`config.mk`:
```
export PLATFORM = sky130hd
export DESIGN_NAME = intra4_pred
export DESIGN_NICKNAME = d
export VERILOG_FILES = /design/src/rtl/intra4_pkg.sv /design/src/rtl/intra4_pred.sv
export SDC_FILE = /design/constraint.sdc
export NUM_CORES = 1
export LEC_CHECK = 0
export BUFFER_PORTS_ARGS = -buffer_cell sky130_fd_sc_hd__clkbuf_2
export CORE_AREA = 2 2 226 228
export DETAILED_ROUTE_END_ITERATION = 10
export DIE_AREA = 0 0 228 230
export GPL_TIMING_DRIVEN = 1
export SYNTH_ARGS = -nofsm -noshare
export SYNTH_HDL_FRONTEND = slang
export SYNTH_SLANG_ARGS = --single-unit
export TNS_END_PERCENT = 1
```
`constraint.sdc`:
```
create_clock -name vclk -period 9.6
set_clock_uncertainty 0.1 [all_clocks]
set_input_delay 1.92 -clock vclk [all_inputs]
set_output_delay 1.92 -clock vclk [all_outputs]
set_load 0.02 [all_outputs]
```
`src/rtl/intra4_pkg.sv`:
```
package intra4_pkg;

    // Macroblock geometry
    localparam int N_BLK   = 16;
    localparam int BLK_DIM = 4;
    localparam int MB_DIM  = 16;
    localparam int N_MODES = 4;

    typedef logic [7:0]    pixel_t;
    typedef logic [31:0]   row_t;
    typedef logic [127:0]  blk_t;
    typedef logic [2047:0] mb_t;
    typedef logic [127:0]  mbedge_t;
    typedef logic [3:0]    blk_idx_t;

    // Score widths
    typedef logic [19:0] sse_t;
    typedef logic [15:0] lambda_t;
    typedef logic [10:0] cost_t;
    typedef logic [31:0] score_t;
    typedef logic [35:0] mb_score_t;

    // Index order is also the tie-break order
    typedef enum logic [1:0] {
        MODE_DC = 2'd0,
        MODE_TM = 2'd1,
        MODE_VE = 2'd2,
        MODE_HE = 2'd3
    } mode_t;

    function automatic cost_t mode_cost(input mode_t m);
        case (m)
            MODE_DC: return 11'd40;
            MODE_TM: return 11'd1151;
            MODE_VE: return 11'd1723;
            default: return 11'd1874;
        endcase
    endfunction

endpackage

```
`src/rtl/intra4_pred.sv`:
```
`timescale 1ns/1ns

module intra4_pred import intra4_pkg::*; (
    input  row_t   ctx_top_i,
    input  row_t   ctx_left_i,
    input  pixel_t ctx_top_left_i,
    output blk_t   pred_dc_o,
    output blk_t   pred_tm_o,
    output blk_t   pred_ve_o,
    output blk_t   pred_he_o
);

    pixel_t      top  [BLK_DIM];
    pixel_t      left [BLK_DIM];
    logic [10:0] dc_sum;
    pixel_t      dc_val;

    always_comb begin
        for (int k = 0; k < BLK_DIM; k++) begin
            top[k]  = ctx_top_i[8*k +: 8];
            left[k] = ctx_left_i[8*k +: 8];
        end
    end

    // DC: eight neighbours, rounded
    always_comb begin
        dc_sum = 11'd4;
        for (int k = 0; k < BLK_DIM; k++) begin
            dc_sum = dc_sum + 11'(top[k]) + 11'(left[k]);
        end
    end

    assign dc_val = dc_sum[10:3];

    //----------------------------------------------------------------------
    // Per pixel fill
    //----------------------------------------------------------------------
    always_comb begin : fill
        logic signed [9:0] tm;
        for (int y = 0; y < BLK_DIM; y++) begin
            for (int x = 0; x < BLK_DIM; x++) begin
                pred_dc_o[8*(BLK_DIM*y+x) +: 8] = dc_val;
                pred_ve_o[8*(BLK_DIM*y+x) +: 8] = top[x];
                pred_he_o[8*(BLK_DIM*y+x) +: 8] = left[y];
                tm = $signed({2'b00, left[y]}) + $signed({2'b00, top[x]})
                   - $signed({2'b00, ctx_top_left_i});
                // Clip to pixel range
                if (tm < 0) begin
                    pred_tm_o[8*(BLK_DIM*y+x) +: 8] = 8'd0;
                end else if (tm > 10'sd255) begin
                    pred_tm_o[8*(BLK_DIM*y+x) +: 8] = 8'd255;
                end else begin
                    pred_tm_o[8*(BLK_DIM*y+x) +: 8] = tm[7:0];
                end
            end
        end
    end

endmodule

```
Word-level counts from Yosys, hierarchy flattened. Cells that the tools add are included.

$add $sub $neg: 40. Multiplexer cells: 32. Magnitude comparators: 32.

Operators by type and width (number): $mux 8 (32); $gt 10x9->1 const B (16); $lt 10x1->1 const B (16); $sub 9x8->10 (16); $add 8x8->9 (16); $add 11x8->11 (5); $add 10x8->11 (1); $add 9x8->10 (1); $add 3x8->9 const A (1).

Logic and storage cells: 104. Bits in registers: 0.

Longest topological paths before layout.
Depth after elaboration: 8. Depth in mapped cells: 15.

Least setup slack after synthesis. Ideal clock, no wire load.

Kind: input port to output port. From: in ctx_top_i[18]. To: out pred_dc_o[100]. Required time: 7.580 ns. Path slack: 0.840 ns. Arrival time: 6.740 ns. Stages: 15. Cells stage by stage: inv_1 -> fa_1 -> inv_1 -> fa_1 -> fa_1 -> inv_1 -> fa_1 -> inv_1 -> ha_1 -> and4bb_2 -> nor4_2 -> o31ai_1 -> a211oi_1 -> nor3_1 -> buf_4.

Cells in the longest elaborated chain, start to end: 4.

RTL lines: start, declared (line intra4_pred.sv:4) `input row_t ctx_top_i,`; $add 11x8->11 (4 in series) (line intra4_pred.sv:29) `dc_sum = dc_sum + 11'(top[k]) + 11'(left[k]);`; end, declared (line intra4_pred.sv:7) `output blk_t pred_dc_o,`.

No other way between the ends.

Worst setup path after layout.
From: in ctx_top_i[18]. To: out pred_dc_o[76].

Same word-level chain as after synthesis.

==> summary.md <==
| Metric | Value |
|---|---|
| Hold Crit Start | `ctx_left_i[16]` |
| GRT Total Usage | `0.185` |
| RSZ-0062 raised after global routing | `false` |
| FF+latch area | `0 um2` |
| Critical path startpoint category | `input port` |
| Highest achievable clock rate | `between 100 and 150 MHz` |
| Height of the die | `between 200 and 250 um` |
| Count of different cell masters after synthesis | `54` |
| Final max-slew violation count | `0` |
| Wire length of the first global-routing pass | `roughly 72000 um` |
| Die outline width | `228 um` |
| # fillers | `5600` |
| Total congestion overflow after global routing | `0` |
| Via count of the first global-routing pass | `around 11000` |
| Routed wire per std cell | `~19 um` |
| Signal arrival time at the worst endpoint | `between 6 and 7 ns` |
| Number of hold-repair buffers added at the cts stage | `0` |
| Max_cap viols | `0` |
| Floorplan Core Area | `49900 um2` |
| FP Rows | `82` |
| Commonest cells in the synthesized netlist | `401 x inv_1, 376 x buf_4, 176 x fa_1` |
| Buffer and inverter count on the worst path | `6` |
| Required @ worst endpoint | `7.58 ns` |
| Number of antenna violations at the first check in global routing | `2` |
| Actual transition at the worst max-transition pin | `~0.99 ns` |
| Post-route DRC | `0` |
| Share of post-route cells with drive strength above 1 | `0.300` |
| Critical-path cell list | `clkbuf_2, inv_1, fa_1, inv_1, fa_1, fa_1, inv_1, fa_1, inv_1, ha_1, and4bb_2, nor4_2, nor3_1, nor3_2, clkbuf_2` |
| Total via count after detailed routing | `between 10000 and 15000` |
| Endpoints failing setup | `0` |
| Sort of element at the end of the critical path | `primary output` |
| Number of DRC violations after detailed-routing iteration 0 | `approximately 550` |
| Endpoint of the most critical setup path | `pred_dc_o[76]` |
| Area taken by multi-input logic gates | `just under 10000 um2` |
| Cell accounting for the most synthesized area | `fa_1` |
| Kind of cell adding the most delay to the critical path | `adder cells` |
| Max-Slew Margin vs Limit | `0.337` |
| Number of sequential cells in the layout | `0` |
| Total count of hold-check failures in the final report | `0` |
| Most common cell in the synthesized netlist | `inv_1` |
| Count of clock-net buffers in the final layout | `0` |
| Top cells by area, synth | `fa_1 25%, buf_4 20%, ha_1 12%` |
| Total negative slack for setup checks | `0 ns` |
| Net total in the final layout | `2484` |
| Number of detailed-route iterations in the first pass | `5` |
| Final ANT Viol Nets | `0` |
| Syn Inst Count | `~1900` |
| Share of the yosys chip area belonging to registers | `0` |
| Number of cells in the finished layout apart from fillers | `between 2000 and 3000` |
| Post-route clock period utilization | `0.927` |
| Quantity of I/O buffers inserted on ports | `584` |
| Largest net degree at the start of global routing | `19` |
| Minimum clock period after layout | `just under 9 ns` |
| Post-Place Cells | `approximately 2800` |
| Layout-stage area growth over the synthesis result | `7.59%` |
| Worst setup startpoint | `ctx_top_i[18]` |
| Post-synthesis area per instance | `approximately 7.6 um2` |
| Status | `complete, no violations` |
| Synth Cell Area | `between 10000 and 15000 um2` |
| Quantity of gates resized following cts | `0` |
| Post-synth net total | `2259` |
| Library cell contributing the largest single delay on the critical path | `nor3_2` |
| CP Max Fanout | `16` |
| Initial Util | `0.287` |
| Die area | `approximately 52000 um2` |
| Final estimated routing congestion in global placement | `0.881` |
| Ant diodes | `0` |
| Number of buffers inserted by post-CTS setup repair | `0` |
| Total detailed-routing wirelength | `51200 um` |
| Half-perimeter wire length of the detailed placement result | `around 45000 um` |
| Yosys Warn Count | `0` |
| Number of placed I/O pins | `a little under 600` |
| Class of the most critical hold timing path | `input port to primary output` |
| Drt via density | `4.55` |
| Class of the most critical setup path | `input port to primary output` |
| Levels on crit path | `15` |
| Fraction of post-synthesis cell area in the top cell type by area | `0.246` |
| CP peak stage delay | `0.85 ns` |
## through the flow
step	cell area [um2]	hold slack [ns]	setup WS, ns	utilization
floorplan	14300	3.85	0.840	-
global placement	15400	4.00	0.698	0.309
detailed placement	15400	4.01	0.657	0.309
CTS	15400	4.01	0.650	0.309
global route	15400	4.02	0.384	0.309
finish	15400	4.00	0.702	0.309
## layout by cell type (no fill, tap or decap), types with 11 or more instances in the layout
master      n
nand2b_1   11
o21a_1     22
a21oi_1   157
nand3_1    24
or2_2      15
a31oi_1    36
nor2b_1    39
o21ai_0    47
a21o_1     23
inv_1     401
o21ai_1    11
nand2_1    53
xnor2_1    30
buf_4      22
xor2_1     54
nor3_1     21
fa_1      176
nor2_1     88
a221oi_1   11
clkbuf_2  584
ha_1      141
## routing by layer
metal	part of all wire	up-vias	global-route usage
met5	0.00053	-	0
met4	0.040	4	0.0641
met3	0.052	70	0.0224
met2	0.49	510	0.338
met1	0.41	5916	0.225
li1	-	6081	-
## cells by family after synthesis
kind of cell               synth area share
and+or+nand+nor                       0.102
muxes                               0.00280
adders and majority gates             0.377
buffers and inverters                 0.305
AOI/OAI and AO/OA                     0.163
xor gates and xnor gates             0.0515
## area by class of cell
class | instances | share of cell area
inverters | 401 | 0.0978
multi-input cells | 1086 | 0.647
well taps | 672 | 0.0547
repair buffers | 606 | 0.201
## worst min path at each step
stage | to | depth (start not counted)
6_report | pred_he_o[64] | 2
5_1_grt | pred_ve_o[81] | 2
4_1_cts | pred_he_o[64] | 2
3_5_place_dp | pred_he_o[20] | 2
3_3_place_gp | pred_ve_o[10] | 2
2_1_floorplan | pred_he_o[0] | 1
Power is left out: the tool's default activity adds up to more than one toggle a clock period on the data nets, which glitch-free logic cannot reach.
