$ cat src/rtl/intra4_pkg.sv
package intra4_pkg;

    // Macroblock geometry
    localparam int N_BLK   = 16;
    localparam int BLK_DIM = 4;
    localparam int MB_DIM  = 16;
    localparam int N_MODES = 4;

    typedef logic [7:0]    pixel_t;
    typedef logic [31:0]   row_t;
    typedef logic [127:0]  blk_t;
    typedef logic [2047:0] mb_t;
    typedef logic [127:0]  mbedge_t;
    typedef logic [3:0]    blk_idx_t;

    // Score widths
    typedef logic [19:0] sse_t;
    typedef logic [15:0] lambda_t;
    typedef logic [10:0] cost_t;
    typedef logic [31:0] score_t;
    typedef logic [35:0] mb_score_t;

    // Index order is also the tie-break order
    typedef enum logic [1:0] {
        MODE_DC = 2'd0,
        MODE_TM = 2'd1,
        MODE_VE = 2'd2,
        MODE_HE = 2'd3
    } mode_t;

    function automatic cost_t mode_cost(input mode_t m);
        case (m)
            MODE_DC: return 11'd40;
            MODE_TM: return 11'd1151;
            MODE_VE: return 11'd1723;
            default: return 11'd1874;
        endcase
    endfunction

endpackage

$ cat src/rtl/intra4_sse.sv
`timescale 1ns/1ns

module intra4_sse import intra4_pkg::*; (
    input  logic clk,
    input  logic rst_n,
    input  logic sse_start_i,
    input  blk_t src_blk_i,
    input  blk_t pred_dc_i,
    input  blk_t pred_tm_i,
    input  blk_t pred_ve_i,
    input  blk_t pred_he_i,
    output sse_t sse_dc_o,
    output sse_t sse_tm_o,
    output sse_t sse_ve_o,
    output sse_t sse_he_o,
    output logic sse_done_o
);

    blk_t       pred [N_MODES];
    sse_t       acc  [N_MODES];
    logic [1:0] row_cnt;
    logic       active;
    row_t       src_row;

    function automatic sse_t row_sse(input row_t a, input row_t b);
        logic signed [8:0] d;
        logic [17:0]       sq;
        sse_t              sum;
        sum = '0;
        for (int x = 0; x < BLK_DIM; x++) begin
            d   = $signed({1'b0, a[8*x +: 8]}) - $signed({1'b0, b[8*x +: 8]});
            sq  = d * d;
            sum = sum + sse_t'(sq);
        end
        return sum;
    endfunction

    assign pred[0] = pred_dc_i;
    assign pred[1] = pred_tm_i;
    assign pred[2] = pred_ve_i;
    assign pred[3] = pred_he_i;

    // Counter sits at zero between walks
    assign src_row = src_blk_i[32*row_cnt +: 32];

    always_ff @(posedge clk or negedge rst_n) begin
        if (!rst_n) begin
            row_cnt    <= 2'd0;
            active     <= 1'b0;
            sse_done_o <= 1'b0;
        end else begin
            sse_done_o <= 1'b0;
            if (sse_start_i || active) begin
                row_cnt <= row_cnt + 2'd1;
                active  <= (row_cnt != 2'd3);
                if (row_cnt == 2'd3) begin
                    sse_done_o <= 1'b1;
                end
            end
        end
    end

    always_ff @(posedge clk) begin
        for (int m = 0; m < N_MODES; m++) begin
            if (sse_start_i) begin
                acc[m] <= row_sse(src_row, pred[m][32*row_cnt +: 32]);
            end else if (active) begin
                acc[m] <= acc[m] + row_sse(src_row, pred[m][32*row_cnt +: 32]);
            end
        end
    end

    assign sse_dc_o = acc[0];
    assign sse_tm_o = acc[1];
    assign sse_ve_o = acc[2];
    assign sse_he_o = acc[3];

    a_no_restart: assert property (@(posedge clk) disable iff (!rst_n)
        !(sse_start_i && active));

endmodule

$ cat config.mk
export PLATFORM = sky130hd
export DESIGN_NAME = intra4_sse
export DESIGN_NICKNAME = d
export VERILOG_FILES = /design/src/rtl/intra4_pkg.sv /design/src/rtl/intra4_sse.sv
export SDC_FILE = /design/constraint.sdc
export NUM_CORES = 2
export LEC_CHECK = 0
export BUFFER_PORTS_ARGS = -buffer_cell sky130_fd_sc_hd__buf_4
export CAP_MARGIN = 40
export CELL_PAD_IN_SITES_DETAIL_PLACEMENT = 0
export CELL_PAD_IN_SITES_GLOBAL_PLACEMENT = 1
export CORE_MARGIN = 2
export CORE_UTILIZATION = 48
export CTS_BUF_LIST = sky130_fd_sc_hd__clkbuf_2 sky130_fd_sc_hd__clkbuf_4 sky130_fd_sc_hd__clkbuf_8
export DETAILED_ROUTE_END_ITERATION = 10
export HOLD_SLACK_MARGIN = 0.08
export PLACE_DENSITY = 0.89
export SLEW_MARGIN = 20
export SYNTH_ARGS = -nofsm -noshare
export SYNTH_HDL_FRONTEND = slang
export SYNTH_SLANG_ARGS = --single-unit
$ cat constraint.sdc
create_clock -name clk -period 14.2 [get_ports clk]
set_input_delay 0 -clock clk [delete_from_list [all_inputs] [get_ports clk]]
set_output_delay 0 -clock clk [all_outputs]
set_load 0.005 [all_outputs]
# Yosys cells after proc, flatten, opt, wreduce, memory -nomap -nowiden
# Memories as Yosys holds them, arrays and structs flattened.
# Index checks and enable logic that the tools add are counted.
[totals] ff_bits=4 ramBits=80 inputBits=643 out_inout_bits=81 elab_cells=76 n_memories=1
[classes] n_addsub=33 mul=16 eq_ne=2 shifts=5 n_mux=11 n_bitwise=4 reduce_logical=1
[mem_list] memory="acc" depth=4 width=20 read_ports=4 rd_ports_with_merged_regs=0 wr=4 line="intra4_sse.sv:20" source="sse_t acc [N_MODES];"
[ops] operator="variable part select 128 x 8 -> 32 bit" count=5
[ops] operator="multiplier 9 x 9 -> 18 bit" count=16
[ops] operator="subtractor 8 x 8 -> 9 bit" count=16
[ops] operator="adder 19 x 18 -> 20 bit" count=4
[ops] operator="adder 20 x 18 -> 20 bit" count=4
[ops] operator="adder 20 bit" count=4
[ops] operator="two-way mux 20 bit" count=4
[ops] operator="adder 18 x 18 -> 19 bit" count=4
[ops] operator="two-way mux 1 bit" count=7
[ops] operator="OR 1 bit" count=4
[ops] operator="adder 2 x 1 -> 2 bit, second input constant" count=1
[ops] operator="equality test 2 bit, second input constant" count=1
[ops] operator="!= test 2 bit, second input constant" count=1
[ops] operator="logical OR 1 bit" count=1

# Logic depth before layout (Yosys ltp)
[depth] word_depth=8 depth_mapped=57 depth_no_buf=54

# Worst setup path before layout
# OpenSTA, ideal clock, no wires.
[synth_timing] path_type="reg-to-reg" startpoint="reg row_cnt[0]" endpoint="mem acc[0][39] in the netlist's numbering (data pin)" setup_ns=0.258 arrival_time_ns=11.677 required_time_ns=13.942 path_slack_ns=2.265 path_stages_with_launch=55 n_path_buf=4 synth_period_minus_slack_ns=11.935 cell_sequence="dfrtp_1 clkbuf_1 clkbuf_1 buf_1 mux4_2 inv_1 ha_1 inv_1 fa_1 a21o_1 a21oi_1 o21bai_1 a21oi_1 o21bai_1 a21oi_1 clkbuf_1 and2_1 fa_1 [... 19 more ...] inv_1 ha_1 nand4_1 inv_1 a2111oi_2 a2111oi_1 o21ai_0 or3b_1 and2_1 ha_1 a21o_1 a21o_1 a21oi_1 nand2_1 o21ai_0 xor2_1 nor2_1 xnor2_1"
[synth_rtl] item="start: declaration" line="intra4_sse.sv:21" source="logic [1:0] row_cnt;"
[synth_rtl] item="start signal: assignment" line="intra4_sse.sv:54" source="row_cnt <= row_cnt + 2'd1;"
[synth_rtl] item="end: declaration" line="intra4_sse.sv:20"

==> flow_metrics.tcl <==
set metrics [dict create \
    status "completed" \
    place_congestion 1.01 \
    antenna_found_initial 31 \
    synth.top_cells.by_area "fa_1, ha_1, inv_1" \
    critical_path_class "flip-flop to flip-flop" \
    drt_iter0_markers 3617 \
    fin_nets 10400 \
    synthesis.nets 9713 \
    yosysWarnings 0 \
    overflow 0 \
    numPortBuffers 723 \
    arrival_ns 13.04 \
    clkTransAtPathRegs_ns 0.12 \
    grt_pass1_wl_microns 308000 \
    synth_commonest_cells "inv_1, fa_1, ha_1" \
    final.setup.worst_slack_ns 1.41 \
    setup_viol 0 \
    clockRootBuffer "clkbuf_8" \
    areaGrowthSynthToFinish_pct 12.7 \
    first_pass_iters 5 \
    start_util_pct 48.3 \
    hold_path_class "input pin to flip-flop" \
    fin_cells 9529 \
    crit_slowest_cell "dfrtp_4" \
    cp_common_cell "inv_1" \
    ys_types 75 \
    synth_top_cell_by_area "fa_1" \
    worstHoldStart "sse_start_i" \
    synth_area_sq_um 63400 \
    r2r-end "acc[0][39]" \
    maxSlewViolCount 0 \
    crit_path_max_incr_delay_ns 0.69 \
    timing.critical_path.to_type "flip-flop" \
    reg2reg_setup_slack_ns 1.41 \
    viasPerCell 5.35 \
    synthArstFlopShare_pct 4.76 \
    path_max_fanout 30 \
    hpwl_microns 181000 \
    ctsLongestPathBuffers 2 \
    rows 133 \
    postRouteWirelength_microns 200000 \
    synth-edff-count 80 \
    critPathTopFamily "adder cells" \
    hold_depth 4 \
    avgSynthCellArea_sq_um 8.98 \
    setup-tns-final_ns 0 \
    synthCells 7060 \
    grt_usage_pct 30.1 \
    numCtsBuffers 9 \
    dp_cells 9486 \
    drcViolationCount 0 \
    rsz0062_at_grt "no" \
    clock.fmax_mhz 78.2 \
    cts.sinks 84 \
    ys_seq_area_share_pct 3.95 \
    synth_flop_cell "edfxtp_1" \
    cts_tree "yes" \
    maxCapViolations 0 \
    period_share_pct 90.1 \
    die_x_microns 367 \
    worstSetupStartpoint "row_cnt[0]" \
    reg2reg_depth 49 \
    vias 50900 \
    grt_max_degree 61 \
    clock_skew_ns 0.0298 \
    slew_headroom_pct 40.2 \
    layout-drive-gt1-share_pct 12.9 \
    critPathBufInv 9 \
    min_to "active" \
    r2r_start "row_cnt[0]" \
    synth_top_area_share_pct 32.9 \
    postRouteAntennaNets 0 \
    place_ws_ns 1.56 \
    finalHoldViolCount 0 \
    pin_count 724 \
    cp-start-kind "flip-flop" \
    h-tree-depth 3 \
    layout_min_cycle_time_ns 12.79 \
    synth.most_common_cell "inv_1" \
    die_h_microns 367 \
    grt_pass1_vias 53000 \
    cts_hold_buf 3 \
    core-area_sq_um 131000 \
    wl_per_cell_microns 21.0 \
    clock_latency_ns 0.52 \
    post-cts-setup-buffers 0 \
    cts.repair.resized 0 \
    ys_seq_elements 84 \
    dieArea_sq_um 135000 \
    cp.required_ns 14.45 \
    worst_pin_slew_ns 0.890 \
]
per-layer routing:
metal / track usage [%] / wire length [microns] / vias to the layer above
met2: 48.4 / 92400 / 1671
met3: 3.78 / 12200 / 298
met1: 40.4 / 84900 / 25300
li1: - / - / 23700
met4: 14.0 / 11000 / 8
met5: 0 / 57 / -
cell usage in the layout (no fill, tap or decap), types with 16 or more instances in the layout:
master / n
o21ai_0: 174
nand3_1: 53
a21oi_1: 305
nand2_1: 554
a21o_1: 143
nand2b_1: 62
and3_1: 16
fa_1: 1040
ha_1: 970
o2111ai_1: 19
a21boi_0: 16
o21a_1: 38
or2_2: 16
mux4_2: 160
o21bai_1: 80
diode_2: 21
buf_4: 762
edfxtp_1: 80
nor2b_1: 56
xor2_1: 209
xnor2_1: 348
nor2_1: 458
nor3_1: 63
and2_1: 95
a31oi_1: 30
inv_1: 1784
logic make-up after synthesis:
| logic type | Yosys count | synth area share [%] |
|---|---|---|
| adder cells (fa/ha/maj) | 2010 | 52.0 |
| multiplexers | 175 | 5.95 |
| XOR/XNOR | 558 | 7.72 |
| AO/OA/AOI/OAI | 925 | 9.37 |
| buffers and inverters | 1895 | 11.2 |
| AND/OR/NAND/NOR | 1413 | 9.76 |
| flip-flops | 84 | 3.95 |
per-stage QoR:
stage / hold WS [ns] / area, sq um / util (%)
6_report: 0.367 / 71400 / 54.4
5_1_grt: 0.399 / 71400 / 54.4
4_1_cts: 0.330 / 71300 / 54.3
3_5_place_dp: -0.157 / 71100 / 54.1
3_3_place_gp: -0.161 / 71000 / 54.1
2_1_floorplan: -0.296 / 63400 / -
flip-flops by register name (all words and copies together), names as in the netlist:
signal	flops
acc	80
active	1
row_cnt	2
sse_done_o	1
worst max-delay path by stage:
stage                       to  cells past startpoint  slack, ns
floorplan           acc[0][39]                     54       2.27
global placement    acc[0][39]                     48       1.60
detailed placement  acc[0][39]                     49       1.56
CTS                 acc[0][39]                     49       1.49
global route        acc[1][17]                     45       0.62
finish              acc[0][39]                     49       1.41
layout make-up:
class / count / area (sq um)
Fill cell: 12000 / 59900
Multi-Input combinational cell: 5081 / 53800
Inverter: 1798 / 6750
Timing Repair Buffer: 774 / 5900
Sequential cell: 84 / 2510
Tap cell: 1755 / 2200
Clock inverter: 7 / 128
Clock buffer: 9 / 124
Antenna cell: 21 / 52.6
worst reg2reg max path, delay by kind of cell (launching register included):
kind,cells,cell delay [ns]
adder cells (fa/ha/maj),11,4.47
AO/OA/AOI/OAI,18,3.34
buffers and inverters,9,1.21
AND/OR/NAND/NOR,6,1.08
XOR/XNOR,4,1.02
multiplexers,1,0.71
flip-flops,1,0.69
Power is left out: the tool's default activity adds up to more than one toggle a clock period on the data nets, which glitch-free logic cannot reach.
