[src/rtl/intra4_pkg.sv]
package intra4_pkg;

    // Macroblock geometry
    localparam int N_BLK   = 16;
    localparam int BLK_DIM = 4;
    localparam int MB_DIM  = 16;
    localparam int N_MODES = 4;

    typedef logic [7:0]    pixel_t;
    typedef logic [31:0]   row_t;
    typedef logic [127:0]  blk_t;
    typedef logic [2047:0] mb_t;
    typedef logic [127:0]  mbedge_t;
    typedef logic [3:0]    blk_idx_t;

    // Score widths
    typedef logic [19:0] sse_t;
    typedef logic [15:0] lambda_t;
    typedef logic [10:0] cost_t;
    typedef logic [31:0] score_t;
    typedef logic [35:0] mb_score_t;

    // Index order is also the tie-break order
    typedef enum logic [1:0] {
        MODE_DC = 2'd0,
        MODE_TM = 2'd1,
        MODE_VE = 2'd2,
        MODE_HE = 2'd3
    } mode_t;

    function automatic cost_t mode_cost(input mode_t m);
        case (m)
            MODE_DC: return 11'd40;
            MODE_TM: return 11'd1151;
            MODE_VE: return 11'd1723;
            default: return 11'd1874;
        endcase
    endfunction

endpackage

[src/rtl/intra4_context.sv]
`timescale 1ns/1ns

module intra4_context import intra4_pkg::*; (
    input  logic     clk,
    input  logic     rst_n,
    input  logic     ctx_load_i,
    input  logic     ctx_update_i,
    input  blk_idx_t blk_idx_i,
    input  blk_t     best_blk_i,
    input  mbedge_t  top_i,
    input  mbedge_t  left_i,
    input  pixel_t   top_left_i,
    output row_t     ctx_top_o,
    output row_t     ctx_left_o,
    output pixel_t   ctx_top_left_o
);

    mbedge_t    line_buf;
    row_t       right_col;
    pixel_t     corner;
    blk_idx_t   nxt_idx;
    logic [1:0] cur_c;
    logic [1:0] nxt_r;
    logic [1:0] nxt_c;

    assign cur_c = blk_idx_i[1:0];
    assign nxt_r = nxt_idx[3:2];
    assign nxt_c = nxt_idx[1:0];

    always_ff @(posedge clk or negedge rst_n) begin
        if (!rst_n) begin
            nxt_idx <= '0;
        end else if (ctx_load_i) begin
            nxt_idx <= '0;
        end else if (ctx_update_i) begin
            nxt_idx <= blk_idx_i + 4'd1;
        end
    end

    //----------------------------------------------------------------------
    // Line buffer, last right column, saved corner
    //----------------------------------------------------------------------
    always_ff @(posedge clk) begin
        if (ctx_load_i) begin
            line_buf <= top_i;
        end else if (ctx_update_i) begin
            // Bottom row replaces this column's slot
            line_buf[8*BLK_DIM*cur_c +: 32] <= best_blk_i[96 +: 32];
            right_col <= {best_blk_i[8*15 +: 8], best_blk_i[8*11 +: 8],
                          best_blk_i[8*7 +: 8], best_blk_i[8*3 +: 8]};
            // Old pixel 4c+3, corner of the block to the right
            corner    <= line_buf[8*(BLK_DIM*cur_c + 3) +: 8];
        end
    end

    // Context for the block about to be processed
    always_comb begin
        ctx_top_o = line_buf[8*BLK_DIM*nxt_c +: 32];
        if (nxt_c == 2'd0) begin
            ctx_left_o = left_i[8*BLK_DIM*nxt_r +: 32];
        end else begin
            ctx_left_o = right_col;
        end
        if (nxt_idx == '0) begin
            ctx_top_left_o = top_left_i;
        end else if (nxt_c == 2'd0) begin
            ctx_top_left_o = left_i[8*(BLK_DIM*nxt_r - 1) +: 8];
        end else begin
            ctx_top_left_o = corner;
        end
    end

    a_load_xor_update: assert property (@(posedge clk) disable iff (!rst_n)
        !(ctx_load_i && ctx_update_i));

endmodule

[config.mk]
export PLATFORM = sky130hd
export DESIGN_NAME = intra4_context
export DESIGN_NICKNAME = d
export VERILOG_FILES = /design/src/rtl/intra4_pkg.sv /design/src/rtl/intra4_context.sv
export SDC_FILE = /design/constraint.sdc
export NUM_CORES = 1
export LEC_CHECK = 0
export ABC_CLOCK_PERIOD_IN_PS = 5500
export BUFFER_PORTS_ARGS = -buffer_cell sky130_fd_sc_hd__buf_2
export CAP_MARGIN = 20
export CORE_AREA = 2 2 181 183
export CTS_CLUSTER_SIZE = 12
export DETAILED_ROUTE_END_ITERATION = 8
export DIE_AREA = 0 0 183 185
export MAX_ROUTING_LAYER = met4
export PLACE_DENSITY = 0.67
export SLEW_MARGIN = 20
export SYNTH_ARGS = -nofsm -noshare
export SYNTH_HDL_FRONTEND = slang
export SYNTH_SLANG_ARGS = --single-unit
[constraint.sdc]
create_clock -name clk -period 5.5 [get_ports clk]
set_input_delay 0.275 -clock clk [delete_from_list [all_inputs] [get_ports clk]]
set_output_delay 0.275 -clock clk [all_outputs]
set_load 0.01 [all_outputs]
### Word-level counts from Yosys, hierarchy flattened

Index checks and enable logic that the tools add are counted.

| storage, ports and cells | value |
|---|---|
| register bits | 172 |

| operators by class | value |
|---|---|
| muxes and demuxes | 8 |
| reduce and logical (&&, ||, !) cells | 4 |
| shift operators | 6 |
| $add $sub $neg | 4 |
| bitwise gates (word level) | 1 |

Operators by type and width:

| kind | number |
|---|---|
| 128-bit two-way mux | 2 |
| 128-bit by 8-bit indexed part select with 32-bit output | 2 |
| 128-bit bitwise mux | 1 |
| 32-bit by 34-bit variable shift with 128-bit output (first input constant) | 1 |
| 128-bit by 33-bit indexed part select with 8-bit output | 1 |
| 128-bit by 9-bit indexed part select with 8-bit output | 1 |
| 32-bit by 34-bit indexed part select with 128-bit output | 1 |
| 7-bit negator with 34-bit output | 1 |
| 32-bit two-way mux | 1 |
| 8-bit two-way mux | 2 |
| 4-bit two-way mux | 2 |
| 4-bit by 2-bit adder with 5-bit output (second input constant) | 1 |
| 4-bit by 1-bit subtractor with 5-bit output (second input constant) | 1 |
| 4-bit by 1-bit adder with 4-bit output (second input constant) | 1 |
| 4-bit zero test | 1 |
| 2-bit zero test | 1 |
| 2-bit AND reduction | 1 |
| 2-bit nonzero test | 1 |
| 1-bit inverter | 1 |

### Longest topological paths before layout

| depth | value |
|---|---|
| depth in word-level cells | 5 |
| gate-level depth with buffers | 8 |

### Worst setup path after synthesis

OpenSTA, ideal clock, no wires.

| timing path | value |
|---|---|
| kind | input port to flip-flop |
| from | input port ctx_update_i |
| to | register corner[0] (enable) |
| data required time | 5.058 ns |
| setup slack | 2.668 ns |
| setup time | 0.442 ns |
| arrival time | 2.390 ns |
| stages on the path | 2 |
| buffers on the path | 1 |
| cell sequence | clkbuf_1 -> nor2b_1 |

| between the ends | value |
|---|---|
| longest elaborated chain between the ends | 1 |

Ends and longest elaborated chain:

| what | line | source |
|---|---|---|
| start: declaration | intra4_context.sv:7 | `input logic ctx_update_i,` |
| 2-bit AND reduction (no source line) | n/a |  |
| end signal: assignment | intra4_context.sv:52 | `corner <= line_buf[8*(BLK_DIM*cur_c + 3) +: 8];` |
| end: declaration | intra4_context.sv:20 | `pixel_t corner;` |

No other way between the ends.
A chain may end at the register's enable or synchronous reset.

### Final worst setup path

| timing path | value |
|---|---|
| from | register nxt_idx[3] |
| to | output port ctx_top_left_o[3] |

| between the ends | value |
|---|---|
| longest elaborated chain between the ends | 4 |
| elaborated cells on any way between the ends | 5 |

Ends and longest elaborated chain:

| what | line | source |
|---|---|---|
| start: declaration | intra4_context.sv:21 | `blk_idx_t nxt_idx;` |
| start signal: assignment | intra4_context.sv:36 | `nxt_idx <= blk_idx_i + 4'd1;` |
| 4-bit by 1-bit subtractor with 5-bit output | intra4_context.sv:67 | `ctx_top_left_o = left_i[8*(BLK_DIM*nxt_r - 1) +: 8];` |
| 128-bit by 33-bit indexed part select with 8-bit output | intra4_context.sv:67 |  |
| 8-bit two-way mux | intra4_context.sv:66 | `end else if (nxt_c == 2'd0) begin` |
| 8-bit two-way mux (*) | intra4_context.sv:64 | `if (nxt_idx == '0) begin` |
| end: declaration | intra4_context.sv:15 | `output pixel_t ctx_top_left_o` |

Mark *: on every way between the ends. The rest lies on a longest branch, timed or not.

==> qor.txt <==
Die width - 183 um
Avg Inst Size Synth - 17.5 um^2
Crit path largest cell delay - 930 ps
VDD IR max - 213 uV
Synth warnings - 0
Top cells by instance count after synthesis - edfxtp_1 (168), a22o_1 (128), mux4_2 (79)
Final min period - 3300 ps
Die extent in y - 185 um
Initial DRC count - 396
Leading area contributor after synthesis - edfxtp_1
Gr usage total - 19.6%
Number of buffers inserted by port buffering - 399
Cell Count, Final, Fillers Out - 1357
Dpl cells - 1288
# DRC - 0
Final Power - 3.58 mW
Max-cap violations - 0
P&R area growth vs syn - 34.2%
Count leader, synth - edfxtp_1
Setup Viol. Count Final - 0
Detailed-route via count - 6928
Vias per inst - 5.11
CTS Root Buffer Type - clkbuf_16
Critical path's slowest cell - dfrtp_2
CP required - 5220 ps
Placement Cell Area - 11600 um^2
NumNets Final - 1332
DRT Pass-1 Iters - 5
Die area - 33900 um^2
Hold Path Cell Cnt - 1
Starting Density - 28.9%
RSZ-0062 raised after global routing - false
GR Layer Usage met3 - 6.37%
Initial antenna violation count - 15
Post-CTS setup buffers - 0
Largest net degree at the start of global routing - 77
Run status - finished clean
Fin crit share - 60.1%
Ranking of synthesized cells by area - edfxtp_1 (54%), mux4_2 (19%), a22o_1 (12%)
ANT nets after route - 0
Final hold violation count - 0
Share of cells above drive strength 1 - 60.0%
Pre-CTS WS - 2620 ps
Sink Count - 172
Critical path cell sequence - inv_1, ha_1, nor2_1, a22oi_1, a21oi_1, buf_2
Mapped Nets - 937
R2r setup slk - 4120 ps
Setup TNS - 0 ps
Clk slew on worst S/H paths - 80 ps
GR Layer Usage met2 - 35.9%
Core ar. - 32000 um^2
Worst r2r path cells - 2
Crit-path max FO - 34
I/O pin total - 472
Cell Area, Synth - 9270 um^2
RePlAce Congestion - 0.834
Crit path from - nxt_idx[3]
Final wirelength - 32700 um
Post-synth EDFFs - 168
Worst skew pair latency - 440 ps
Multi-input gate area - 3820 um^2
Design Area, Final - 12400 um^2
Number of synthesized register bits - 172
Sequential cell area - 5150 um^2
Worst rel slew slack - 31.1%
Max Root-Sink Buffers - 2
Layout Skew - 5.69 ps
Grt ovf - 0
Worst Path Arrival - 3030 ps
Post-synth top area share - 54.4%
Distinct cells, synth - 29
Site row count - 66
WS Path Type - reg2out
Max frequency - 0.303 GHz
Most utilized layer in the global route result - met2
First-pass GRT wire length - 45500 um
Vias in the first global route - 7269
Critical Path Sink Type - output port
Final slew viol count - 0
Sequential fraction of the synthesis area - 55.5%
Cts repair resizes - 0
Cts bufs inserted - 17
Hold path start - best_blk_i[125]
RR Endpoint - nxt_idx[3]
Startpoint types - flop
Met1 Use GR - 18.9%
Least-Margin Pin Slew - 1030 ps
Pwr Density - 288 nW/um^2
CTS tree - yes
Post-Synthesis Cells - 529
# H-tree levels - 4
Top_reg_cell synth - edfxtp_1
Post-route setup slack - 2200 ps
LEAKAGE - 5.05 nW
Routed WL per cell - 24.1 um
Worst Hold End - right_col[29]
Origin of the critical flop-to-flop path - nxt_idx[3]
HPWL after detailed placement - 24600 um
Worst min path class - in2reg
Fill cells - 3077
FFs w/ async S/R, synth - 2.33%
[worst max path at each step]
stage	end	slack, ps	cells after the start
global route	ctx_top_left_o[3]	1950	6
finish	ctx_top_left_o[3]	2200	6
global placement	ctx_top_left_o[3]	2620	6
floorplan	corner[0]	2670	2
detailed placement	ctx_top_left_o[3]	2620	6
CTS	ctx_top_left_o[3]	2110	6
[cell families after synthesis]
family | count (synthesis) | share of synthesized area [%]
and+or+nand+nor | 22 | 1.19
muxes | 113 | 24.7
AOI/OAI and AO/OA | 151 | 13.7
buffers and inverters | 61 | 3.58
DFF | 172 | 55.5
adders and majority gates | 8 | 1.08
xor gates and xnor gates | 2 | 0.189
[placed cells by master, fill, tap and decap left out, types with 3 or more instances in the layout]
cell / netlist / layout
a211oi_1: 3 / 3
a21o_2: 0 / 4
a21oi_1: 8 / 8
a22o_1: 128 / 128
a22oi_1: 8 / 8
buf_2: 22 / 398
buf_4: 2 / 10
clkbuf_16: 0 / 17
clkinv_4: 0 / 3
clkinv_8: 0 / 4
dfrtp_2: 0 / 4
diode_2: 0 / 12
dlygate4sd3_1: 0 / 25
edfxtp_1: 168 / 168
ha_1: 8 / 8
inv_1: 4 / 4
inv_8: 0 / 5
mux2_4: 31 / 31
mux4_2: 79 / 79
nor2_1: 16 / 14
[layout make-up]
| cell class | count | share of cell area [%] |
|---|---|---|
| flip-flops and latches | 172 | 41.4 |
| multi-input cells | 296 | 30.7 |
| repair buffers | 433 | 18.6 |
| well taps | 408 | 4.10 |
| clock buffers | 17 | 3.42 |
| clock inverters | 15 | 1.37 |
| diodes | 12 | 0.241 |
| inverters | 4 | 0.121 |
[state kept, by name (all words and copies together) (netlist names)]
signal	cells
corner	8
nxt_idx	4
line_buf	128
right_col	32
[per-layer routing]
layer / vias to the layer above / routed length (um)
met2: 357 / 17500
li1: 3095 / -
met4: 0 / 1050
met3: 48 / 2890
met1: 3428 / 11200
met5: - / 0
[metrics by stage]
stage	utilization [%]	hold WS [ps]
floorplan	-	-20.6
global placement	36.1	91.4
detailed placement	36.1	91.1
CTS	38.7	41.6
global route	38.8	59.0
finish	38.8	76.2
[power breakdown]
| part | switching, mW | total [mW] | internal, mW |
|---|---|---|---|
| registers | 0.0424 | 1.62 | 1.57 |
| logic | 0.353 | 0.750 | 0.397 |
| clock network | 0.600 | 1.21 | 0.612 |
| total | 0.996 | 3.58 | 2.58 |
[worst max-delay path: cells and delay by family, from the launching register on]
family / cells / cell delay, ps
DFF: 1 / 930
buffers and inverters: 2 / 340
adders and majority gates: 1 / 370
and+or+nand+nor: 1 / 550
AOI/OAI and AO/OA: 2 / 390
[what timing repair did]
action                                  4_1_cts  5_1_grt
hold buffers                                 25        0
endpoints found under the setup margin        0        0
endpoints found under the hold margin        28        0
Note: power is estimated with default switching activity, not from simulation.
