### src/rtl/intra4_pkg.sv
package intra4_pkg;

    // Macroblock geometry
    localparam int N_BLK   = 16;
    localparam int BLK_DIM = 4;
    localparam int MB_DIM  = 16;
    localparam int N_MODES = 4;

    typedef logic [7:0]    pixel_t;
    typedef logic [31:0]   row_t;
    typedef logic [127:0]  blk_t;
    typedef logic [2047:0] mb_t;
    typedef logic [127:0]  mbedge_t;
    typedef logic [3:0]    blk_idx_t;

    // Score widths
    typedef logic [19:0] sse_t;
    typedef logic [15:0] lambda_t;
    typedef logic [10:0] cost_t;
    typedef logic [31:0] score_t;
    typedef logic [35:0] mb_score_t;

    // Index order is also the tie-break order
    typedef enum logic [1:0] {
        MODE_DC = 2'd0,
        MODE_TM = 2'd1,
        MODE_VE = 2'd2,
        MODE_HE = 2'd3
    } mode_t;

    function automatic cost_t mode_cost(input mode_t m);
        case (m)
            MODE_DC: return 11'd40;
            MODE_TM: return 11'd1151;
            MODE_VE: return 11'd1723;
            default: return 11'd1874;
        endcase
    endfunction

endpackage

### src/rtl/intra4_pick.sv
`timescale 1ns/1ns

module intra4_pick import intra4_pkg::*; (
    input  sse_t    sse_dc_i,
    input  sse_t    sse_tm_i,
    input  sse_t    sse_ve_i,
    input  sse_t    sse_he_i,
    input  lambda_t lambda_i,
    output mode_t   best_mode_o,
    output score_t  best_score_o
);

    sse_t   sse   [N_MODES];
    score_t score [N_MODES];

    assign sse[0] = sse_dc_i;
    assign sse[1] = sse_tm_i;
    assign sse[2] = sse_ve_i;
    assign sse[3] = sse_he_i;

    // 256 * SSE + lambda * fixed cost
    always_comb begin
        for (int m = 0; m < N_MODES; m++) begin
            score[m] = score_t'({sse[m], 8'd0})
                     + score_t'(lambda_i) * score_t'(mode_cost(mode_t'(m)));
        end
    end

    // Strict compare keeps the lower index on a tie
    always_comb begin
        best_mode_o  = MODE_DC;
        best_score_o = score[0];
        for (int m = 1; m < N_MODES; m++) begin
            if (score[m] < best_score_o) begin
                best_mode_o  = mode_t'(m);
                best_score_o = score[m];
            end
        end
    end

endmodule

### config.mk
export PLATFORM = sky130hd
export DESIGN_NAME = intra4_pick
export DESIGN_NICKNAME = d
export VERILOG_FILES = /design/src/rtl/intra4_pkg.sv /design/src/rtl/intra4_pick.sv
export SDC_FILE = /design/constraint.sdc
export NUM_CORES = 1
export LEC_CHECK = 0
export ABC_AREA = 1
export BUFFER_PORTS_ARGS = -buffer_cell sky130_fd_sc_hd__buf_2
export CORE_MARGIN = 2
export CORE_UTILIZATION = 70
export DETAILED_ROUTE_END_ITERATION = 10
export PLACE_DENSITY = 0.89
export SETUP_SLACK_MARGIN = 0.02
export SLEW_MARGIN = 20
export SYNTH_ARGS = -nofsm -noshare
export SYNTH_HDL_FRONTEND = slang
export SYNTH_SLANG_ARGS = --single-unit
### constraint.sdc
create_clock -name vclk -period 18.15
set_input_delay 0.9075 -clock vclk [all_inputs]
set_output_delay 0.9075 -clock vclk [all_outputs]
set_load 0.005 [all_outputs]
; After elaboration in Yosys (flattened, before gate mapping)
; Cells that the tools add are included.
[totals]
word_cells = 17
regBits = 0
out_inout_bits = 34
in_bits = 96
[classes]
addsub = 4
muxes = 6
mul = 4
n_lt_le_gt_ge = 3
[ops]
columns = cell, n
row1 = 28-bit by 27-bit adder with 29-bit output, 3
row2 = 29-bit by 32-bit less-than comparator with 1-bit output, 2
row3 = 32-bit 2-to-1 mux, 2
row4 = 16-bit by 11-bit multiplier with 27-bit output (second input constant), 2
row5 = 28-bit by 22-bit adder with 29-bit output, 1
row6 = 29-bit less-than comparator, 1
row7 = 29-bit 2-to-1 mux, 1
row8 = 16-bit by 10-bit multiplier with 26-bit output (second input constant), 1
row9 = 16-bit by 3-bit multiplier with 19-bit output (second input constant), 1
row10 = 2-bit 2-to-1 mux, 2
row11 = 1-bit 2-to-1 mux, 1

; Depth between registers and ports, before layout
; Gate-level depths: netlist (run 1).
[logic_depth]
depth_word = 8
mapped_depth = 70
ltp_nobuf = 68

; Worst setup path after synthesis (run 1)
; No wires, ideal clock.
[synth_timing]
path_type = input-to-output
from = in lambda_i[7]
to = out best_score_o[19]
arrival_ps = 9944
slack_ps = 7298
path_buffers = 4
t_required_ps = 17243
stages = 53
path_cell_list = fa_1 fa_1 inv_1 fa_1 inv_1 fa_1 inv_1 fa_1 inv_1 ha_1 a21oi_1 o21a_1 nand2_1 a21boi_1 o21ai_1 a21boi_2 o21ai_2 a21boi_2 [... 17 more ...] a21oi_1 a211oi_1 nand2_2 inv_1 buf_1 nand2_1 o21ai_0 inv_1 ha_1 a21oi_1 o21ai_0 nand2_1 o211ai_1 a211oi_1 clkbuf_1 clkbuf_1 nand3_1 nand2_1
[synth_via]
elab_chain_cells = 8
word_cells_on_any_way = 14
cone_classes = add/sub (4) / mul (4) / order compare (3) / mux (3)
[synth_rtl]
columns = item, line_no
row1 = from (decl), intra4_pick.sv:8  ; input lambda_t lambda_i,
row2 = 16-bit by 11-bit multiplier with 27-bit output / 16-bit by 3-bit multiplier with 19-bit output (equally long branches), intra4_pick.sv:25  ; + score_t'(lambda_i) * score_t'(mode_cost(mode_t'(m)));
row3 = 28-bit by 27-bit adder with 29-bit output / 28-bit by 22-bit adder with 29-bit output (equally long branches), intra4_pick.sv:25
row4 = 29-bit less-than comparator, intra4_pick.sv:34  ; if (score[m] < best_score_o) begin
row5 = 29-bit 2-to-1 mux, intra4_pick.sv:34
row6 = 29-bit by 32-bit less-than comparator with 1-bit output, intra4_pick.sv:34
row7 = 32-bit 2-to-1 mux, intra4_pick.sv:34
row8 = 29-bit by 32-bit less-than comparator with 1-bit output, intra4_pick.sv:34
row9 = 32-bit 2-to-1 mux (*), intra4_pick.sv:34
row10 = to (decl), intra4_pick.sv:10  ; output score_t best_score_o
; Mark *: on every way between the ends. The rest lies on a longest branch, timed or not.

; Worst setup path after layout (run 1)
[layout_timing]
from = in lambda_i[8]
to = out best_score_o[28]
; The elaborated chain is that of the path after synthesis.

==> results of run 1 <==
-- cells in the mapped netlist (all sizes together) --
master,n,area [um2]
ha,344,4300
o21bai,9,71.3
nand2,300,1130
nor3b,1,7.51
nand4,12,75.1
buf,11,80.1
inv,499,1870
nand3,66,380
a2111oi,1,8.76
a31oi,11,68.8
a211oi,7,52.6
o21a,3,22.5
o41ai,1,8.76
a221oi,1,8.76
nor3,10,50.1
or2,2,12.5
clkbuf,11,41.3
xnor2,37,324
a21boi,10,86.3
nand3b,3,22.5
o21ai,96,499
fa,220,4400
o31ai,3,27.5
o211ai,3,22.5
o221ai,2,17.5
nor2,59,224
a21o,17,128
and2,1,6.26
xor2,87,762
o221a,1,11.3
mux2i,1,10.0
a21oi,133,673
nor4,2,12.5
conb,1,3.75
-- worst min-delay path: stages --
cell	delay, ps
buf_2	90
xor2_1	80
nand3_1	80
nand2_1	50
buf_2	110
-- worst paths after layout --
| check | startpoint | to | cells after the start |
|---|---|---|---|
| max | lambda_i[8] | best_score_o[28] | 56 |
| min | sse_he_i[19] | best_score_o[27] | 5 |
-- layout by cell type (no fill, tap or decap), types with 11 or more instances in the layout --
| master | n |
|---|---|
| a21o_1 | 17 |
| a21oi_1 | 131 |
| a31oi_1 | 11 |
| buf_2 | 127 |
| fa_1 | 220 |
| ha_1 | 344 |
| inv_1 | 494 |
| nand2_1 | 298 |
| nand3_1 | 56 |
| nand4_1 | 12 |
| nor2_1 | 58 |
| o21ai_0 | 52 |
| o21ai_1 | 39 |
| xnor2_1 | 37 |
| xor2_1 | 87 |
-- through the flow --
| step | setup slack, ps | area, um2 |
|---|---|---|
| after floorplan | 7300 | 15400 |
| after global placement | 4210 | 16300 |
| after detailed placement | 4000 | 16300 |
| after CTS | 3980 | 16300 |
| after global routing | 2650 | 16300 |
| final | 3730 | 16300 |
-- layout make-up --
class	count	area, um2
Multi-Input combinational cell	1446	13500
Fill cell	1700	5420
Antenna cell	1	2.50
Tap cell	280	350
Timing Repair Buffer	129	651
Inverter	499	1870
-- layer usage --
layer	wire length [um]	vias up	track usage	part of all wire
met5	0	-	0	0
met4	3150	0	0.220	0.072
met3	2720	162	0.0407	0.062
met2	21000	584	0.651	0.48
met1	17000	6256	0.467	0.39
li1	-	6414	-	-
-- cells by family (layout without fill, tap and decap cells) --
family                   count (synthesis)  after routing
AO/OA/AOI/OAI                          298            298
adder cells (fa/ha/maj)                564            564
other                                    1              4
multiplexers                             1              1
AND/OR/NAND/NOR                        456            456
buffers and inverters                  521            628
XOR/XNOR                               124            124
==> results.py, run 1 <==
metrics = {
    "synthesis": {
        "synthMuxAreaShare": 0.000649,
        "synthXorXnorAreaFrac": 0.0704,
        "yosysWarnings": 0,
        "synthAdderAreaFrac": 0.564,
        "syn_area_mm2": 0.0154,
        "synth-simple-area-share": 0.125,
        "ys_types": 48,
        "syn_inst": 1965,
        "synth.avg_cell_area_um2": 7.85,
        "synth_top_family_by_area": "adder cells",
        "yosysSeqAreaShare": 0,
        "synth_compound_area_frac": 0.111,
    },
    "sta": {
        "finalCriticalPeriod_ps": 14420,
        "slew_viol_final": 0,
        "min_period_over_period": 0.795,
        "finalHoldViolCount": 0,
        "fin_hold_ws_ps": 2230,
        "fmax_mhz": 69.3,
        "tightest_slew_ps": 1010,
        "grt_setup_unrepaired": "no",
        "slew_headroom": 0.325,
        "setup-tns-final_ps": 0,
        "setup_viol": 0,
    },
    "critical_path": {
        "crit_path_max_fanout": 43,
        "cp.arrival_ps": 13510,
        "end_kind": "primary output",
        "required_ps": 17240,
        "critPathBufInv": 11,
        "critPathMaxStageDelay_ps": 800,
        "cp_slowest_cell": "nand2_1",
        "crit_path_start_kind": "primary input",
        "worstSetupPathType": "in2out",
        "cp_common_cell": "nand2_1",
        "crit_family": "adder cells",
    },
    "final_layout": {
        "register_area_um2": 0,
        "nClkBuffers": 0,
        "n_sequential_cell": 0,
        "fin_util": 0.751,
        "drive_above_1_share": 0.0776,
        "stdcell_count": 2355,
        "finalNetCount": 2736,
        "syn_to_final_growth_pct": 5.85,
    },
    "floorplanning": {
        "initial_utilization": 0.709,
        "rows": 54,
        "fp.dieW_um": 152,
        "pin_count": 130,
        "die_h_um": 152,
        "dieArea_mm2": 0.0232,
        "core_area_mm2": 0.0218,
    },
    "global_routing": {
        "grt_overflow": 0,
        "grt_max_degree": 44,
        "grt_pass1_wl_um": 70000,
        "antenna_found_initial": 1,
        "grt_pass1_vias": 13800,
        "grtUsageTotal": 0.380,
    },
    "clocking": {
        "holdBufCountCts": 0,
        "cts-resized-gates": 0,
        "post_cts_buffers": 0,
    },
    "drt": {
        "dr.pass1.iters": 7,
        "via_per_inst": 5.70,
        "routedWlPerCell_um": 18.6,
        "drt_wl_total_um": 43800,
        "route.detailed.drc": 0,
        "drt_iter0_markers": 815,
        "via_count": 13400,
        "antenna_left": 0,
    },
    "place": {
        "dp_cells": 2354,
        "hpwl_um": 39000,
        "port-buffer-count": 127,
        "gp_congestion": 1.05,
    },
    "min_path": {
        "hp-class": "in2out",
    },
    "job": {
        "cap_viol_max_count": 0,
    },
    "run_status": {
        "status": "finished, final reports clean",
    },
}
Power of run 1 is not shown: default switching activity piles up to over one toggle a cycle in this logic, so the estimate is an artifact.
==> inputs of run 2 (changes only) <==
--- a/config.mk
+++ b/config.mk
@@ -5,12 +5,12 @@
 export SDC_FILE = /design/constraint.sdc
 export NUM_CORES = 1
 export LEC_CHECK = 0
-export ABC_AREA = 1
+export ABC_AREA = 0
 export BUFFER_PORTS_ARGS = -buffer_cell sky130_fd_sc_hd__buf_2
 export CORE_MARGIN = 2
-export CORE_UTILIZATION = 70
+export CORE_UTILIZATION = 65
 export DETAILED_ROUTE_END_ITERATION = 10
-export PLACE_DENSITY = 0.89
+export PLACE_DENSITY = 0.84
 export SETUP_SLACK_MARGIN = 0.02
 export SLEW_MARGIN = 20
 export SYNTH_ARGS = -nofsm -noshare
==> constraint.sdc (replaced) <==
create_clock -name vclk -period 13.95
set_input_delay 0.6975 -clock vclk [all_inputs]
set_output_delay 0.6975 -clock vclk [all_outputs]
set_load 0.005 [all_outputs]
==> run 2 against run 1 <==
Setup slack worse by 3200 ps. Cell count is 1.8% lower. Synthesized cell count is 5.4% lower. Final area is 4.4% higher. Non-clock buffer count is 15 higher. Critical path depth is 8 lower. Via count is 3.7% higher. Hold slack worse by 410 ps. Utilization is 4.5 points lower. Sequential cell count stayed put. Critical endpoint is now best_score_o[25].
==> results.py, run 2 <==
metrics = {
    "sta": {
        "finalCriticalPeriod_ps": 13410,
        "grt_setup_unrepaired": "no",
        "setup_viol": 0,
        "finalHoldViolCount": 0,
        "fmax_mhz": 74.6,
        "min_period_over_period": 0.962,
        "slew_viol_final": 0,
        "setup-tns-final_ps": 0,
        "tightest_slew_ps": 860,
        "slew_headroom": 0.423,
    },
    "synthesis": {
        "synthAdderAreaFrac": 0.546,
        "yosysWarnings": 0,
        "yosys-top-cells-count": "inv_1 (421), ha_1 (344), fa_1 (220)",
        "synth.top_cell.area_share": 0.276,
        "syn_area_mm2": 0.0159,
        "synth_compound_area_frac": 0.151,
        "ys_types": 71,
        "synthMuxAreaShare": 0.0393,
        "synth-simple-area-share": 0.0921,
        "synthXorXnorAreaFrac": 0.0648,
        "synth_top_family_by_area": "adder cells",
        "synth.avg_cell_area_um2": 8.58,
        "ys_top_cells_by_area": "fa_1 (28%), ha_1 (27%), inv_1 (9.9%)",
        "post-synth-top-count-cell": "inv_1",
        "yosysTopAreaCell": "fa_1",
        "syn_inst": 1858,
        "yosysSeqAreaShare": 0,
    },
    "drt": {
        "via_count": 13900,
        "drt_iter0_markers": 1190,
        "antenna_left": 0,
        "dr_wl_met3_um": 3460,
        "wl_met1_um": 19700,
        "routedWlPerCell_um": 21.2,
        "dr.pass1.iters": 6,
        "drt_wl_total_um": 49000,
        "dr_wl_met2_um": 23700,
        "route.detailed.drc": 0,
        "via_per_inst": 6.02,
        "highest_layer": "met4",
    },
    "critical_path": {
        "crit_path_max_fanout": 31,
        "startpoint": "lambda_i[8]",
        "crit_path_start_kind": "primary input",
        "cp_slowest_cell": "fa_1",
        "cp.arrival_ps": 12720,
        "worstSetupPathType": "in2out",
        "critPathMaxStageDelay_ps": 570,
        "end_kind": "primary output",
        "cp_common_cell": "inv_1",
        "required_ps": 13250,
    },
    "floorplanning": {
        "rows": 57,
        "pin_count": 130,
        "core_area_mm2": 0.0242,
        "die_h_um": 161,
        "initial_utilization": 0.659,
        "fp.dieW_um": 161,
        "dieArea_mm2": 0.0258,
    },
    "global_routing": {
        "antenna_found_initial": 1,
        "grt_overflow": 0,
        "grt_pass1_vias": 14000,
        "grt_max_degree": 32,
        "grtUsageTotal": 0.379,
        "grt_pass1_wl_um": 75400,
    },
    "clocking": {
        "cts-resized-gates": 0,
        "post_cts_buffers": 0,
        "holdBufCountCts": 0,
    },
    "place": {
        "hpwl_um": 43600,
        "gp_congestion": 1.03,
        "port-buffer-count": 127,
    },
    "final_layout": {
        "syn_to_final_growth_pct": 7.00,
        "drive_above_1_share": 0.0906,
        "layout_common_cells": "inv_1 (421), ha_1 (344), fa_1 (220), buf_2 (127), a21oi_1 (113)",
        "layout_commonest_cell": "inv_1",
        "register_area_um2": 0,
        "nClkBuffers": 0,
        "n_sequential_cell": 0,
        "finalNetCount": 2649,
    },
    "job": {
        "cap_viol_max_count": 0,
    },
    "run_status": {
        "status": "finished, final reports clean",
    },
    "min_path": {
        "min_from": "sse_he_i[19]",
        "hp-class": "in2out",
    },
}
## run 2: cell count changes after synthesis, moves of 18 or more
| cell | previous run | this run |
|---|---|---|
| a21o_1 | 17 | 52 |
| o21ai_0 | 52 | 75 |
| o21a_1 | 3 | 21 |
| o21ai_1 | 39 | 1 |
| nand3_1 | 56 | 31 |
| xnor2_1 | 37 | 76 |
| mux2i_1 | 1 | 42 |
| nor2_1 | 58 | 93 |
| inv_1 | 494 | 421 |
| a21oi_1 | 131 | 113 |
| nor3_1 | 10 | 33 |
| nand2_1 | 298 | 62 |
| xor2_1 | 87 | 42 |
## run 2: cells by family after synthesis
group | count (synthesis)
mux | 60
fa+ha+maj | 564
compound gates | 371
buf+inv | 440
xor+xnor | 118
simple gates | 304
other cells | 1
## run 2: per-layer routing
metal,GRT usage,vias up
li1,-,6482
met5,0,-
met1,0.491,6700
met4,0.136,0
met2,0.660,608
met3,0.0398,123
## run 2: path summary, 6_finish.rpt
check	to	slack (ps)	cells after the start
hold / removal	best_score_o[28]	1830	4
setup / recovery	best_score_o[25]	540	48
## run 2: critical path: cells and delay by family
kind	cells	cell delay [ps]
mux	2	680
compound gates	11	2730
fa+ha+maj	9	3950
buf+inv	10	1370
simple gates	15	3030
xor+xnor	1	180
## run 2: cell type report
class,count,area [um2]
fillers,1915,7120
diodes,1,2.50
repair buffers,144,776
multi-input cells,1422,14300
inverters,421,1580
well taps,324,405
## run 2: through the flow
step	std cells	instance area [um2]	util	hold slack [ps]	setup WS, ps
after floorplan	1860	16000	-	1510	2120
after global placement	2309	17000	0.704	1810	647
after global routing	2311	17100	0.705	1860	38.6
final	2312	17100	0.706	1830	537
after CTS	2309	17000	0.704	1820	119
after detailed placement	2309	17000	0.704	1820	193
==> inputs of run 3 (changes only) <==
==> constraint.sdc (replaced) <==
create_clock -name vclk -period 13.95
set_input_delay 4.185 -clock vclk [all_inputs]
set_output_delay 4.185 -clock vclk [all_outputs]
set_load 0.005 [all_outputs]
==> run 3 against run 2 <==
The flow now stops in 5_1_grt. Synthesized area unchanged. Synthesized cell count unchanged.
==> results.py, run 3 <==
metrics = {
    "run_status": {
        "status": "aborted with a tool error",
        "flow.stopped_at": "5_1_grt",
        "error": "[ERROR GRT-0116] Global routing finished with congestion. Check the congestion regions in the DRC Viewer.",
    },
    "place": {
        "pre_cts_slack_ps": -5530,
        "port-buffer-count": 127,
        "gp_congestion": 1.06,
        "hpwl_um": 59700,
    },
    "floorplanning": {
        "rows": 57,
        "initial_utilization": 0.659,
        "die_h_um": 161,
        "pin_count": 130,
        "fp.dieW_um": 161,
    },
    "synthesis": {
        "synth.top_cell.area_share": 0.276,
        "synth.avg_cell_area_um2": 8.58,
        "ys_top_cells_by_area": "fa_1 (28%), ha_1 (27%), inv_1 (9.9%)",
        "yosysWarnings": 0,
        "yosys-top-cells-count": "inv_1 (421), ha_1 (344), fa_1 (220)",
        "ys_types": 71,
        "syn_inst": 1858,
        "syn_area_mm2": 0.0159,
        "yosysSeqAreaShare": 0,
        "yosysTopAreaCell": "fa_1",
        "post-synth-top-count-cell": "inv_1",
    },
    "clocking": {
        "holdBufCountCts": 0,
    },
    "global_routing": {
        "grt_pass1_wl_um": 171000,
        "grtUsageTotal": 0.858,
        "grt_pass1_vias": 26400,
        "grt_overflow": 493,
        "grt_max_degree": 27,
    },
}
[run 3: cell counts after synthesis]
Identical to the previous run, type by type.
[run 3: stage by stage]
stage | utilization | cells | instance area, um2
after floorplan | - | 1860 | 16200
after global placement | 0.888 | 2873 | 21500
after detailed placement | 0.888 | 2873 | 21500
after CTS | 0.918 | 2899 | 22200
[run 3: logic make-up after synthesis]
kind of cell	Yosys count	synth area share
muxes	60	0.0393
AOI/OAI and AO/OA	371	0.151
adders and majority gates	564	0.546
xor gates and xnor gates	118	0.0648
other	1	0.000235
and+or+nand+nor	304	0.0921
buffers and inverters	440	0.107
[run 3: what timing repair did]
| item | in CTS |
|---|---|
| setup buffers | 25 |
| pin swaps | 49 |
| setup endpoints to repair | 31 |
| resized for setup | 103 |
| cloned | 1 |
[run 3: per-layer routing]
layer  global-route usage  overflow
met1                0.820         6
met2                 1.02       318
met3                0.727        11
met4                0.944       157
met5                0.335         1
==> inputs of run 4 (changes only) <==
--- a/config.mk
+++ b/config.mk
@@ -8,10 +8,9 @@
 export ABC_AREA = 0
 export BUFFER_PORTS_ARGS = -buffer_cell sky130_fd_sc_hd__buf_2
 export CORE_MARGIN = 2
-export CORE_UTILIZATION = 65
+export CORE_UTILIZATION = 40
 export DETAILED_ROUTE_END_ITERATION = 10
-export PLACE_DENSITY = 0.84
-export SETUP_SLACK_MARGIN = 0.02
+export PLACE_DENSITY_LB_ADDON = 0.15
 export SLEW_MARGIN = 20
 export SYNTH_ARGS = -nofsm -noshare
 export SYNTH_HDL_FRONTEND = slang
==> run 4 against run 3 <==
The flow now finishes, with violations (setup timing).
==> results.py, run 4 (same netlist as run 2, synthesis figures left out) <==
metrics = {
    "global_routing": {
        "busiest_layer": "met2",
        "grtUsageTotal": 0.281,
        "grt_max_degree": 18,
        "use_met3": 0.0160,
        "use_met1": 0.377,
        "antenna_found_initial": 0,
        "grt_pass1_wl_um": 89900,
        "grt_overflow": 0,
        "grt_use_met2": 0.510,
        "grt_pass1_vias": 16200,
    },
    "critical_path": {
        "cp.arrival_ps": 14490,
        "crit_path_max_fanout": 5,
        "worstSetupPathType": "in2out",
        "required_ps": 9760,
        "end_kind": "primary output",
        "cp_slowest_cell": "fa_1",
        "critPathMaxStageDelay_ps": 600,
        "crit_path_start_kind": "primary input",
        "cp_common_cell": "buf_4",
    },
    "final_layout": {
        "layout_common_cells": "buf_4 (627), inv_1 (408), ha_1 (316), fa_1 (215), buf_2 (116)",
        "diodes": 0,
        "n_sequential_cell": 0,
        "syn_to_final_growth_pct": 44.6,
        "finalNetCount": 3273,
        "layout_commonest_cell": "buf_4",
        "drive_above_1_share": 0.358,
        "nClkBuffers": 0,
        "register_area_um2": 0,
    },
    "min_path": {
        "hp-class": "in2out",
        "hold_depth": 5,
    },
    "floorplanning": {
        "pin_count": 130,
        "dieArea_mm2": 0.0415,
        "fp.dieW_um": 204,
        "core_area_mm2": 0.0395,
        "rows": 73,
        "die_h_um": 204,
        "initial_utilization": 0.403,
    },
    "clocking": {
        "holdBufCountCts": 0,
    },
    "sta": {
        "min_period_over_period": 1.34,
        "fmax_mhz": 53.6,
        "grt_setup_unrepaired": "yes",
        "slew_viol_final": 0,
        "tightest_slew_ps": 621,
        "fin_hold_ws_ps": 8890,
        "finalCriticalPeriod_ps": 18670,
        "slew_headroom": 0.575,
        "fin_ws_ps": -4720,
        "setup_viol": 31,
        "finalHoldViolCount": 0,
    },
    "drt": {
        "drt_iter0_markers": 708,
        "antenna_left": 0,
        "routedWlPerCell_um": 18.6,
        "via_per_inst": 4.99,
        "dr.pass1.iters": 5,
        "drt_wl_total_um": 58500,
        "via_count": 15700,
        "route.detailed.drc": 0,
    },
    "run_status": {
        "status": "complete, but fails checks",
        "violations": "setup timing",
    },
    "place": {
        "gp_congestion": 0.946,
        "port-buffer-count": 127,
        "hpwl_um": 52700,
    },
    "job": {
        "cap_viol_max_count": 0,
    },
}
run 4: worst paths after layout:
kind | from | to | slack [ps]
setup / recovery | lambda_i[5] | best_score_o[5] | -4720
hold / removal | sse_he_i[19] | best_score_o[28] | 8890
run 4: layout make-up:
class / count / area, um2
multi-input combinational: 1420 / 15100
fill: 3642 / 16500
inverter: 421 / 1580
tap: 525 / 657
timing repair buffer: 770 / 5690
run 4: metal layers:
layer / routed length (um) / part of all wire / vias up
li1: - / - / 7737
met5: 0 / 0 / -
met3: 2060 / 0.035 / 47
met4: 1020 / 0.017 / 0
met2: 29200 / 0.50 / 294
met1: 26200 / 0.45 / 7574
run 4: worst max-delay path: cells and delay by family:
kind            cells  cell delay (ps)
compound gates     15             2780
buf+inv            15             1870
mux                 3              740
simple gates        9             1390
fa+ha+maj           9             3460
run 4: per-stage QoR:
step,area (um2),setup TNS (ps),instances,setup WS (ps),utilization
CTS,22600,-139810,3121,-4590,0.572
floorplan,16200,-119500,1860,-3940,-
global route,23100,-157680,3136,-5170,0.583
finish,23100,-143530,3136,-4720,0.583
detailed placement,21800,-156400,3088,-5130,0.552
global placement,21800,-149050,3088,-4890,0.552
run 4: timing repair:
action,CTS,global route
gates resized for setup,110,65
pin swaps,30,36
gates cloned,2,1
setup endpoints to repair,31,31
buffers inserted,33,14
Power of run 4 is left out for the same reason.
